## config.mk

```make
export PLATFORM = sky130hd
export DESIGN_NAME = decoderTop
export DESIGN_NICKNAME = d
export VERILOG_FILES = /design/src/isaPkg.sv /design/src/uopPkg.sv /design/src/decoderTop.sv /design/src/fpRegRemap.sv /design/src/intAluDecoder.sv /design/src/memJumpDecoder.sv /design/src/uopSelect.sv
export SDC_FILE = /design/constraint.sdc
export NUM_CORES = 1
export LEC_CHECK = 0
export BUFFER_PORTS_ARGS = -buffer_cell sky130_fd_sc_hd__buf_2
export CAP_MARGIN = 40
export CORE_AREA = 2 2 119 144
export DETAILED_ROUTE_END_ITERATION = 12
export DIE_AREA = 0 0 121 146
export GPL_TIMING_DRIVEN = 1
export MAX_ROUTING_LAYER = met4
export PLACE_DENSITY = 0.68
export SLEW_MARGIN = 5
export SYNTH_ARGS = -nofsm -noshare
export SYNTH_HDL_FRONTEND = slang
export SYNTH_SLANG_ARGS = --single-unit
```

## constraint.sdc

```tcl
create_clock -name clk -period 4.1 [get_ports clk]
set_input_delay 0.82 -clock clk [delete_from_list [all_inputs] [get_ports clk]]
set_output_delay 0.82 -clock clk [all_outputs]
set_load 0.01 [all_outputs]
```

## src/isaPkg.sv

```systemverilog
`default_nettype none

package isaPkg;

  localparam int INSTR_WIDTH = 32;

  // major opcodes
  localparam logic [6:0] OPC_LOAD    = 7'b0000011;
  localparam logic [6:0] OPC_FLOAD   = 7'b0000111;
  localparam logic [6:0] OPC_STORE   = 7'b0100011;
  localparam logic [6:0] OPC_FSTORE  = 7'b0100111;
  localparam logic [6:0] OPC_OPIMM   = 7'b0010011;
  localparam logic [6:0] OPC_OPIMM32 = 7'b0011011;
  localparam logic [6:0] OPC_OP      = 7'b0110011;
  localparam logic [6:0] OPC_OP32    = 7'b0111011;
  localparam logic [6:0] OPC_LUI     = 7'b0110111;
  localparam logic [6:0] OPC_AUIPC   = 7'b0010111;
  localparam logic [6:0] OPC_JAL     = 7'b1101111;
  localparam logic [6:0] OPC_JALR    = 7'b1100111;

  // funct3 of the integer groups
  localparam logic [2:0] F3_ADD  = 3'b000;
  localparam logic [2:0] F3_SLL  = 3'b001;
  localparam logic [2:0] F3_SLT  = 3'b010;
  localparam logic [2:0] F3_SLTU = 3'b011;
  localparam logic [2:0] F3_XOR  = 3'b100;
  localparam logic [2:0] F3_SRL  = 3'b101; // also sra with funct7 bit 5
  localparam logic [2:0] F3_OR   = 3'b110;
  localparam logic [2:0] F3_AND  = 3'b111;

  typedef struct packed {
    logic [6:0] funct7;
    logic [4:0] rs2;
    logic [4:0] rs1;
    logic [2:0] funct3;
    logic [4:0] rd;
    logic [6:0] opcode;
  } rTypeFmt;

  typedef struct packed {
    logic [11:0] imm;
    logic [4:0]  rs1;
    logic [2:0]  funct3;
    logic [4:0]  rd;
    logic [6:0]  opcode;
  } iTypeFmt;

  typedef struct packed {
    logic [6:0] immHi;
    logic [4:0] rs2;
    logic [4:0] rs1;
    logic [2:0] funct3;
    logic [4:0] immLo;
    logic [6:0] opcode;
  } sTypeFmt;

  typedef struct packed {
    logic [19:0] imm;
    logic [4:0]  rd;
    logic [6:0]  opcode;
  } uTypeFmt;

  // one fetched word, read in whichever layout the decoder needs
  typedef union packed {
    rTypeFmt r;
    iTypeFmt i;
    sTypeFmt s;
    uTypeFmt u;
  } instrWord;

endpackage

`default_nettype wire

```

## src/uopPkg.sv

```systemverilog
`default_nettype none

package uopPkg;

  typedef struct packed {
    logic       isFp; // FP register file
    logic [4:0] idx;
  } regRef;

  localparam regRef REG_LINK = '{isFp: 1'b0, idx: 5'd1};

  // execution ports
  localparam logic [3:0] PORT_LOAD  = 4'd1;
  localparam logic [3:0] PORT_STORE = 4'd2;
  localparam logic [3:0] PORT_SHIFT = 4'd3;
  localparam logic [3:0] PORT_ALU   = 4'd4;
  localparam logic [3:0] PORT_MUL   = 4'd5;

  localparam logic [7:0] OP_ADD64  = 8'h01;
  localparam logic [7:0] OP_ADD32S = 8'h02;
  localparam logic [7:0] OP_SUB64  = 8'h03;
  localparam logic [7:0] OP_SUB32S = 8'h04;
  localparam logic [7:0] OP_XOR64  = 8'h05;
  localparam logic [7:0] OP_OR64   = 8'h06;
  localparam logic [7:0] OP_AND64  = 8'h07;
  localparam logic [7:0] OP_SLT    = 8'h08;
  localparam logic [7:0] OP_SLTU   = 8'h09;
  localparam logic [7:0] OP_SHL64  = 8'h10;
  localparam logic [7:0] OP_SHR64  = 8'h11;
  localparam logic [7:0] OP_SAR64  = 8'h12;
  localparam logic [7:0] OP_SHL32  = 8'h13;
  localparam logic [7:0] OP_SHR32  = 8'h14;
  localparam logic [7:0] OP_SAR32  = 8'h15;
  localparam logic [7:0] OP_MEM    = 8'h20; // low 3 bits carry funct3 (access size)

  localparam logic [4:0] JUMP_NONE = 5'd16;
  localparam logic [4:0] JUMP_LINK = 5'd17;

  // FP reorder table
  localparam int REOR_ENTRIES = 8;
  localparam int REOR_IDX_W   = 3;
  localparam int REOR_WIDTH   = 24;

  typedef struct packed {
    logic [7:0]  operation;
    logic [3:0]  port;
    regRef       rA;
    logic        rAUse;
    regRef       rB;
    logic        rBUse;
    regRef       rT;
    logic        rTUse;
    regRef       rC; // store data
    logic        rCUse;
    logic        useBConst;
    logic [63:0] constant;
    logic        isIPRel;
    logic        isJump;
    logic [4:0]  jumpType;
    logic        flagsWrite;
  } microOp;

  typedef struct packed {
    logic   hit;
    logic   illegal;
    microOp uop;
  } decodeResult;

endpackage

`default_nettype wire

```

## src/decoderTop.sv

```systemverilog
`timescale 1ns/1ps
`default_nettype none

module decoderTop import isaPkg::*, uopPkg::*; (
  input  logic                  clk,
  input  logic                  rst,
  input  logic                  instrValid,
  input  instrWord              instr,
  input  logic                  reorEn,
  input  logic [REOR_WIDTH-1:0] reorVal,
  output logic                  uopValid,
  output microOp                uop,
  output logic                  decodeError,
  output logic                  reorReject
);

  decodeResult           aluRes;
  decodeResult           memRes;
  logic [REOR_IDX_W-1:0] fpLookup;
  logic [REOR_IDX_W-1:0] fpMapped;

  intAluDecoder intAluDecoder_inst (
    .instr  (instr),
    .result (aluRes)
  );

  memJumpDecoder memJumpDecoder_inst (
    .instr    (instr),
    .fpLookup (fpLookup),
    .fpMapped (fpMapped),
    .result   (memRes)
  );

  fpRegRemap fpRegRemap_inst (
    .clk        (clk),
    .rst        (rst),
    .reorEn     (reorEn),
    .reorVal    (reorVal),
    .fpLookup   (fpLookup),
    .fpMapped   (fpMapped),
    .reorReject (reorReject)
  );

  uopSelect uopSelect_inst (
    .clk         (clk),
    .rst         (rst),
    .instrValid  (instrValid),
    .aluRes      (aluRes),
    .memRes      (memRes),
    .uopValid    (uopValid),
    .uop         (uop),
    .decodeError (decodeError)
  );

endmodule

`default_nettype wire

```

## src/fpRegRemap.sv

```systemverilog
`timescale 1ns/1ps
`default_nettype none

module fpRegRemap import uopPkg::*; (
  input  logic                  clk,
  input  logic                  rst,
  input  logic                  reorEn,
  input  logic [REOR_WIDTH-1:0] reorVal,
  input  logic [REOR_IDX_W-1:0] fpLookup,
  output logic [REOR_IDX_W-1:0] fpMapped,
  output logic                  reorReject
);

  logic [REOR_ENTRIES-1:0][REOR_IDX_W-1:0] remapTab;
  logic [REOR_ENTRIES-1:0][REOR_IDX_W-1:0] reqTab;
  logic                                    reqOk;

  function automatic logic isPerm(input logic [REOR_ENTRIES-1:0][REOR_IDX_W-1:0] v);
    logic [REOR_ENTRIES-1:0] seen;
    seen = '0;
    for (int i = 0; i < REOR_ENTRIES; i++)
      seen[v[i]] = 1'b1;
    return &seen; // every index hit exactly once
  endfunction

  assign reqTab = reorVal;
  assign reqOk = isPerm(reqTab);
  assign reorReject = reorEn && !reqOk;
  assign fpMapped = remapTab[fpLookup];

  always_ff @(posedge clk) begin
    if (rst) begin
      for (int i = 0; i < REOR_ENTRIES; i++)
        remapTab[i] <= REOR_IDX_W'(i); // identity
    end else if (reorEn && reqOk) begin
      // new entry i takes old entry reqTab[i], all at once
      for (int i = 0; i < REOR_ENTRIES; i++)
        remapTab[i] <= remapTab[reqTab[i]];
    end
  end

  tablePerm: assert property (@(posedge clk) disable iff (rst) isPerm(remapTab))
    else $error("fp reorder table lost its permutation");

endmodule

`default_nettype wire

```

## src/intAluDecoder.sv

```systemverilog
`timescale 1ns/1ps
`default_nettype none

module intAluDecoder import isaPkg::*, uopPkg::*; (
  input  instrWord    instr,
  output decodeResult result
);

  logic [6:0] opc;
  logic [2:0] f3;
  logic [6:0] f7;
  logic [6:0] f7Chk;
  logic       isImm;
  logic       is32;
  logic       isShift;
  logic       badF7;
  logic       bad32;

  assign opc = instr.r.opcode;
  assign f3 = instr.r.funct3;
  assign f7 = instr.r.funct7;
  assign isImm = (opc == OPC_OPIMM) || (opc == OPC_OPIMM32);
  assign is32 = (opc == OPC_OP32) || (opc == OPC_OPIMM32);
  assign isShift = (f3 == F3_SLL) || (f3 == F3_SRL);

  // immediate shifts keep shamt bit 5 in the funct7 lsb
  assign f7Chk = isImm ? {f7[6:1], 1'b0} : f7;
  assign badF7 = (f7Chk != 7'h00) && (f7Chk != 7'h20) && (!isImm || isShift);

  // 32-bit groups only have add/sub and shifts, shamt limited to 31
  assign bad32 = is32 && (!(f3 == F3_ADD || isShift) || (isImm && isShift && f7[0]));

  always_comb begin
    result = '0;
    result.uop.jumpType = JUMP_NONE;
    result.hit = isImm || (opc == OPC_OP) || (opc == OPC_OP32);
    result.illegal = badF7 || bad32;

    result.uop.rA.idx = instr.r.rs1;
    result.uop.rAUse = 1'b1;
    result.uop.rT.idx = instr.r.rd;
    result.uop.rTUse = 1'b1;
    result.uop.flagsWrite = 1'b1;

    if (isImm) begin
      result.uop.useBConst = 1'b1;
      if (isShift)
        result.uop.constant = 64'(instr.i.imm[5:0]); // shamt, zero-extended
      else
        result.uop.constant = {{52{instr.i.imm[11]}}, instr.i.imm};
    end else begin
      result.uop.rB.idx = instr.r.rs2;
      result.uop.rBUse = 1'b1;
    end

    case (f3)
      F3_ADD: begin
        result.uop.port = PORT_ALU;
        if (!isImm && f7[5])
          result.uop.operation = is32 ? OP_SUB32S : OP_SUB64;
        else
          result.uop.operation = is32 ? OP_ADD32S : OP_ADD64;
      end
      F3_SLL: begin
        result.uop.port = PORT_SHIFT;
        result.uop.operation = is32 ? OP_SHL32 : OP_SHL64;
      end
      F3_SRL: begin
        result.uop.port = PORT_SHIFT;
        if (f7[5])
          result.uop.operation = is32 ? OP_SAR32 : OP_SAR64;
        else
          result.uop.operation = is32 ? OP_SHR32 : OP_SHR64;
      end
      F3_SLT: begin
        result.uop.port = PORT_MUL; // compares run on the mul port
        result.uop.operation = OP_SLT;
        result.uop.flagsWrite = 1'b0;
      end
      F3_SLTU: begin
        result.uop.port = PORT_MUL;
        result.uop.operation = OP_SLTU;
        result.uop.flagsWrite = 1'b0;
      end
      F3_XOR: begin
        result.uop.port = PORT_ALU;
        result.uop.operation = OP_XOR64;
      end
      F3_OR: begin
        result.uop.port = PORT_ALU;
        result.uop.operation = OP_OR64;
      end
      F3_AND: begin
        result.uop.port = PORT_ALU;
        result.uop.operation = OP_AND64;
      end
      default: begin
        result.uop.port = PORT_ALU;
      end
    endcase
  end

endmodule

`default_nettype wire

```

## src/memJumpDecoder.sv

```systemverilog
`timescale 1ns/1ps
`default_nettype none

module memJumpDecoder import isaPkg::*, uopPkg::*; (
  input  instrWord              instr,
  output logic [REOR_IDX_W-1:0] fpLookup,
  input  logic [REOR_IDX_W-1:0] fpMapped,
  output decodeResult           result
);

  logic [INSTR_WIDTH-1:0] raw;
  logic [6:0]             opc;
  logic                   isStore;
  logic                   isFp;
  logic                   rdUse;
  logic [4:0]             fpIdx;
  logic [4:0]             memIdx;
  logic [63:0]            immI;
  logic [63:0]            immS;
  logic [63:0]            immU;
  logic [63:0]            immJ;

  assign raw = instr;
  assign opc = instr.u.opcode;
  assign isStore = (opc == OPC_STORE) || (opc == OPC_FSTORE);
  assign isFp = (opc == OPC_FLOAD) || (opc == OPC_FSTORE);
  assign rdUse = instr.i.rd != 5'd0; // x0 is never written

  // store data reg or load target, only f0..f7 go through the table
  assign fpIdx = isStore ? instr.s.rs2 : instr.i.rd;
  assign fpLookup = fpIdx[REOR_IDX_W-1:0];
  assign memIdx = (isFp && fpIdx < 5'd8) ? {2'b00, fpMapped} : fpIdx;

  assign immI = {{52{instr.i.imm[11]}}, instr.i.imm};
  assign immS = {{52{instr.s.immHi[6]}}, instr.s.immHi, instr.s.immLo};
  assign immU = {{32{instr.u.imm[19]}}, instr.u.imm, 12'h000};
  assign immJ = {{44{raw[31]}}, raw[19:12], raw[20], raw[30:21], 1'b0}; // J layout scrambled

  always_comb begin
    result = '0;
    result.uop.jumpType = JUMP_NONE;
    result.uop.rT.idx = instr.i.rd;
    result.uop.rTUse = rdUse;

    case (opc)
      OPC_LOAD, OPC_FLOAD: begin
        result.hit = 1'b1;
        result.uop.operation = OP_MEM | 8'(instr.i.funct3);
        result.uop.port = PORT_LOAD;
        result.uop.rB.idx = instr.i.rs1;
        result.uop.rBUse = 1'b1;
        result.uop.rT.isFp = isFp;
        result.uop.rT.idx = memIdx;
        result.uop.rTUse = isFp || rdUse; // f0 is a real register
        result.uop.constant = immI;
      end
      OPC_STORE, OPC_FSTORE: begin
        result.hit = 1'b1;
        result.uop.operation = OP_MEM | 8'(instr.s.funct3);
        result.uop.port = PORT_STORE;
        result.uop.rB.idx = instr.s.rs1;
        result.uop.rBUse = 1'b1;
        result.uop.rC.isFp = isFp;
        result.uop.rC.idx = memIdx;
        result.uop.rCUse = 1'b1;
        result.uop.rT.idx = 5'd0;
        result.uop.rTUse = 1'b0;
        result.uop.constant = immS;
      end
      OPC_LUI, OPC_AUIPC: begin
        result.hit = 1'b1;
        result.uop.operation = OP_ADD64;
        result.uop.port = PORT_ALU;
        result.uop.useBConst = 1'b1;
        result.uop.constant = immU;
        result.uop.isIPRel = opc == OPC_AUIPC;
      end
      OPC_JAL, OPC_JALR: begin
        result.hit = 1'b1;
        result.uop.operation = OP_ADD64;
        result.uop.port = PORT_ALU;
        result.uop.useBConst = 1'b1;
        result.uop.isIPRel = 1'b1; // IP feeds the A side
        result.uop.isJump = 1'b1;
        result.uop.jumpType = JUMP_LINK;
        if (opc == OPC_JALR) begin
          result.uop.rB.idx = instr.i.rs1;
          result.uop.rBUse = 1'b1;
          result.uop.constant = immI;
        end else begin
          result.uop.constant = immJ;
        end
      end
      default: begin
        result.hit = 1'b0;
      end
    endcase
  end

endmodule

`default_nettype wire

```

## src/uopSelect.sv

```systemverilog
`timescale 1ns/1ps
`default_nettype none

module uopSelect import uopPkg::*; (
  input  logic        clk,
  input  logic        rst,
  input  logic        instrValid,
  input  decodeResult aluRes,
  input  decodeResult memRes,
  output logic        uopValid,
  output microOp      uop,
  output logic        decodeError
);

  microOp nextUop;
  logic   nextErr;

  always_comb begin
    if (aluRes.hit) begin
      nextUop = aluRes.uop;
      nextErr = aluRes.illegal;
    end else if (memRes.hit) begin
      nextUop = memRes.uop;
      nextErr = memRes.illegal;
    end else begin
      // unknown opcode
      nextUop = '0;
      nextUop.jumpType = JUMP_NONE;
      nextErr = 1'b1;
    end
  end

  always_ff @(posedge clk) begin
    if (rst)
      uopValid <= 1'b0;
    else
      uopValid <= instrValid;
  end

  always_ff @(posedge clk) begin
    if (instrValid) begin
      uop <= nextUop;
      decodeError <= nextErr;
    end
  end

  // decoders own disjoint opcode sets
  oneHit: assert property (@(posedge clk) disable iff (rst)
    instrValid |-> !(aluRes.hit && memRes.hit))
    else $error("both decoders claimed the same instruction");

endmodule

`default_nettype wire

```

# [After elaboration in Yosys (flattened, before gate mapping)]
# Cells that the tools add are included.
[totals] register_bits=139 in_bits=60 out_inout_bits=116 wordCells=190
[op_classes] reduce_logical=47 muxes=65 n_lt_le_gt_ge=18 n_eq_ne=20 bitwise_logic=10
[ops] cell="$pmux 64 s4" n=1
[ops] cell="$mux 113" n=1
[ops] cell="$mux 111" n=1
[ops] cell="$pmux 12 s8" n=1
[ops] cell="$bmux 3 s3" n=9
[ops] cell="$mux 65" n=1
[ops] cell="$mux 64" n=1
[ops] cell="$or 8x8->8" n=7
[ops] cell="$mux 3" n=13
[ops] cell="$lt 3x4->1 const B" n=9
[ops] cell="$eq 7x6->1 const B" n=5
[ops] cell="$pmux 10 s3" n=1
[ops] cell="$demux 1 s3" n=8
[ops] cell="$ge 3x1->1 const B" n=8
[ops] cell="$pmux 6 s2" n=2
[ops] cell="$eq 7x5->1 const B" n=3
[ops] cell="$mux 20" n=1
[ops] cell="$mux 6" n=3
[ops] cell="$logic_and 1x1->1" n=17
[ops] cell="$mux 1" n=15
[ops] cell="$eq 7x7->1 const B" n=2
[ops] cell="$eq 3x3->1 const B" n=4
[ops] cell="$logic_or 1x1->1" n=12
[ops] cell="$reduce_or 2->1" n=6
[ops] cell="other kinds (20)" n=29

# [Depth between registers and ports, before layout]
[depth] depth_word=14 depth_mapped=11 depth_no_buf=10

# [Cells and area by module]
# A second synthesis with hierarchy kept.
[hier_totals] cells_unflattened=1005 area_unflattened_um2=10319.9
[modules_own_cells] mod="uopSelect" cells_each=261 seq_area_each_um2=3443.3 area_each_um2=4699.5 n_inst=1
[modules_own_cells] mod="fpRegRemap" cells_each=428 seq_area_each_um2=480.5 area_each_um2=3395.8 n_inst=1
[modules_own_cells] mod="memJumpDecoder" cells_each=170 seq_area_each_um2=0.0 area_each_um2=1199.9 n_inst=1
[modules_own_cells] mod="intAluDecoder" cells_each=146 seq_area_each_um2=0.0 area_each_um2=1024.7 n_inst=1

# [Least setup slack after synthesis]
# OpenSTA, ideal clock, no wires.
[synth_path] path_kind="in2out" from="in reorVal[16]" to="out reorReject" arrival_ns=2.129 path_slack_ns=1.151 path_buffers=1 stages=7 required_time_ns=3.280 cell_sequence="buf_2 -> nor3b_1 -> a2111oi_0 -> o2111ai_1 -> nand4_4 -> nor2_1 -> nor2_1"
[synth_via] elab_chain_len=10
[synth_rtl] item="start, declared" line="decoderTop.sv:10" source="input logic [REOR_WIDTH-1:0] reorVal,"
[synth_rtl] item="$lt 3x4->1 (implied by the code) / $ge 3x1->1 (equally long branches)" line="fpRegRemap.sv:22" source="seen[v[i]] = 1'b1;"
[synth_rtl] item="$logic_and 1x1->1 (implied by the code)" line="fpRegRemap.sv:22"
[synth_rtl] item="$mux 1 (implied by the code)" line="fpRegRemap.sv:22"
[synth_rtl] item="$demux 1 s3 *"
[synth_rtl] item="$or 8x8->8 (no source line) * (3 in a row)"
[synth_rtl] item="$reduce_and 8->1 *" line="fpRegRemap.sv:23" source="return &seen;"
[synth_rtl] item="$logic_not 1->1 *" line="fpRegRemap.sv:28" source="assign reorReject = reorEn && !reqOk;"
[synth_rtl] item="$logic_and 1x1->1 *" line="fpRegRemap.sv:28"
[synth_rtl] item="end, declared" line="decoderTop.sv:14" source="output logic reorReject"
# Every way passes the cells marked *; elsewhere a longest branch is shown, timed or not.

# [Final worst setup path]
[layout_path] from="in reorVal[20]" to="out reorReject"
[layout_via] elab_chain_len=9
[layout_rtl] item="$lt 3x4->1 (implied by the code) / $ge 3x1->1 (equally long branches)" line="fpRegRemap.sv:22"
[layout_rtl] item="$logic_and 1x1->1 (implied by the code)" line="fpRegRemap.sv:22"
[layout_rtl] item="$mux 1 (implied by the code)" line="fpRegRemap.sv:22"
[layout_rtl] item="$demux 1 s3 *"
[layout_rtl] item="$or 8x8->8 (no source line) * (2 in a row)"
[layout_rtl] item="$reduce_and 8->1 *" line="fpRegRemap.sv:23"
[layout_rtl] item="$logic_not 1->1 *" line="fpRegRemap.sv:28"
[layout_rtl] item="$logic_and 1x1->1 *" line="fpRegRemap.sv:28"
# Marks and branches as above.

==> out/qor.yml <==
status:
  status: "complete, no violations"
critical_path:
  critical_path_class: "in2out"
  worst_ep_required_time_ns: 3.28
  crit_family: "simple AND/OR/NAND/NOR gates"
  worstReg2RegEnd: "uopSelect_inst.uop[83]$_DFFE_PP_"
  cp_max_fo: 15
  worstSetupPathDepth: 8
  r2r_setup_slack_ns: 2.30
  setup.worst_path.end_class: "primary output"
  critPathArrivalTime_ns: 2.52
  reg2regPathDepth: 6
  startpoint_type: "primary input"
  crit_path_max_incr_delay_ns: 0.47
  path_cells: "buf_2 > nor2b_1 > a22oi_1 > nand3_1 > nand4_4 > nor2_1 > nor2_1 > buf_2"
  critical_path_buf_inv_count: 2
  cp_slowest_cell: "sky130_fd_sc_hd__nor2b_1"
clock_tree:
  h-tree-depth: 3
  tritoncts_num_sinks: 97
  clk-insertion-delay-late_ns: 0.36
  hold_buf_cts: 0
  post_cts_buffers: 0
  post_cts_resize_count: 0
  clk_transition_reported_paths_ns: 0.06
  tritoncts.num_buffers: 9
  clockBufferDepth: 2
  cts_tree: "built"
  clk_root_buffer_cell: "sky130_fd_sc_hd__clkbuf_16"
power_and_ir_drop:
  pleak_uw: 0.00333
  p_total_uw: 2510
  powerDensity_nw_per_um2: 310
  max_rail_drop_vdd_v: 0.000176
run:
  max_cap_violations: 0
finish:
  final_cell_mix: "166 x sky130_fd_sc_hd__buf_2, 74 x sky130_fd_sc_hd__nor2_1, 72 x sky130_fd_sc_hd__edfxtp_1"
  layout.nets: 921
  post_route_cells_drive_above_1_share: 0.278
  syn_to_final_growth_pct: 11.8
  antenna_fix_cells: 0
  final_common_cell: "sky130_fd_sc_hd__buf_2"
  n_fill_cell: 1533
sta:
  finalClockSkew_ns: 0.0181
  finalSetupTns_ns: 0
  rsz0062_at_grt: "false"
  period_needed_ns: 3.34
  timing.final.max_slew_violations: 0
  timing.max_slew.rel_slack: 0.422
  report.final.setup_viol: 0
  tightestPinTransition_ns: 0.867
  worst_hold_slack_ns: 0.608
  report.final.hold_viol_count: 0
  max_clock_freq_mhz: 300
  min_period_over_period: 0.814
global_routing:
  global_route.overflow_total: 0
  number_of_antenna_violations_at_the_first_check_in_global_routing: 0
  grt_util_all_layers: 0.272
  grt.busiest_layer: "met2"
  largest_net_degree_at_the_start_of_global_routing: 50
  groute.layer.met1.usage: 0.341
  number_of_global_route_vias_before_repair: 6126
  grt.met2_usage: 0.438
  met3_usage: 0.0313
  grt_pass1_wl_um: 36000
floorplan:
  start_util: 0.448
  i_o_pin_count: 176
  design.core.area_um2: 16100
  placementRows: 51
  fp.dieArea_um2: 17700
  die_height_um: 146
  chipWidth_um: 121
drt:
  ant_nets: 0
  post_drt_via_cell_ratio: 6.22
  drtPass1Iterations: 5
  wl_um: 23500
  detail_route.iter0.violations: 851
  post_drt_wl_per_cell_um: 21.8
  remaining_drc_errors: 0
  num_vias: 6698
placed_design:
  place_congestion: 0.929
  placement.io_buffers: 166
  place_hpwl_um: 16700
synth:
  synth_edf_count: 72
  synth.avg_cell_area_um2: 9.22
  postSynthRegisterBits: 97
  ys_seq_area_frac: 0.368
  ys_warn_count: 0
  dominantRegCellSynth: "sky130_fd_sc_hd__edfxtp_1"
  asyncSetResetFlopFracSynth: 0
  netlist_area_um2: 7230
  syn_inst: 785
  synth.distinct_cells: 71
min_path:
  min_delay_path_depth: 2
  hold_path_class: "reg2reg"
[synth_stat cells, types with 21 or more instances]
| master | instances | share of area |
|---|---|---|
| sky130_fd_sc_hd__mux2i_1 | 38 | 0.053 |
| sky130_fd_sc_hd__buf_4 | 44 | 0.046 |
| sky130_fd_sc_hd__inv_1 | 21 | 0.011 |
| sky130_fd_sc_hd__nor2_1 | 74 | 0.038 |
| sky130_fd_sc_hd__nand2_1 | 43 | 0.022 |
| sky130_fd_sc_hd__a21oi_1 | 33 | 0.023 |
| sky130_fd_sc_hd__edfxtp_1 | 72 | 0.30 |
| sky130_fd_sc_hd__o21ai_0 | 31 | 0.021 |
| sky130_fd_sc_hd__nor2b_1 | 26 | 0.022 |
| sky130_fd_sc_hd__buf_2 | 27 | 0.019 |
| sky130_fd_sc_hd__nand3_1 | 36 | 0.025 |
| sky130_fd_sc_hd__nor3_1 | 26 | 0.018 |
| sky130_fd_sc_hd__dfxtp_1 | 25 | 0.069 |
| sky130_fd_sc_hd__clkbuf_1 | 40 | 0.021 |
[layer usage]
layer | part of all wire | vias to the layer above
li1 | - | 3005
met1 | 0.40 | 3167
met2 | 0.47 | 443
met3 | 0.082 | 83
met4 | 0.044 | 0
met5 | 0 | -
[stage by stage]
step,area [um^2],setup slack (ns),utilization,cells
after floorplan,7260,1.15,-,792
after global placement,7760,0.765,0.481,1059
after detailed placement,7780,0.786,0.482,1060
after CTS,8090,0.782,0.501,1076
after global routing,8090,0.581,0.501,1076
final,8090,0.762,0.501,1076
[logic make-up after synthesis]
kind of cell,synth area share
AOI/OAI and AO/OA,0.177
adders and majority gates,0.00346
buffers and inverters,0.101
DFF,0.368
muxes,0.130
other,0.00104
and+or+nand+nor,0.220
[worst reg2reg max path, stage by stage (launching register included)]
cell                        delay, ns
sky130_fd_sc_hd__dfxtp_1         0.69
sky130_fd_sc_hd__mux2i_1         0.14
sky130_fd_sc_hd__and3_1          0.22
sky130_fd_sc_hd__mux2i_1         0.14
sky130_fd_sc_hd__a2bb2oi_1       0.23
sky130_fd_sc_hd__a32oi_1         0.13
sky130_fd_sc_hd__nand2_1         0.12
[power breakdown]
part / internal, uW / total (uW) / leakage, uW / switching [uW]
Combinational: 179 / 479 / 0.00229 / 301
Sequential: 1100 / 1130 / 0.000887 / 33.1
Clock: 486 / 893 / 0.000152 / 408
Total: 1770 / 2510 / 0.00333 / 742
[final cells by class]
cell class                      count  area [um^2]  area share
Clock buffer                        9          225      0.0278
Clock inverter                      7         82.6      0.0102
Inverter                           24         90.1      0.0111
Multi-Input combinational cell    554         3870       0.478
Sequential cell                    97         2660       0.329
Tap cell                          212          265      0.0328
Timing Repair Buffer              173          896       0.111
[worst max path at each step]
stage,startpoint,slack [ns],to
after global placement,reorVal[20],0.77,reorReject
final,reorVal[20],0.76,reorReject
after CTS,reorVal[20],0.78,reorReject
after floorplan,reorVal[16],1.15,reorReject
after global routing,reorVal[18],0.58,reorReject
after detailed placement,reorVal[20],0.79,reorReject
(Power assumes the default switching activity.)
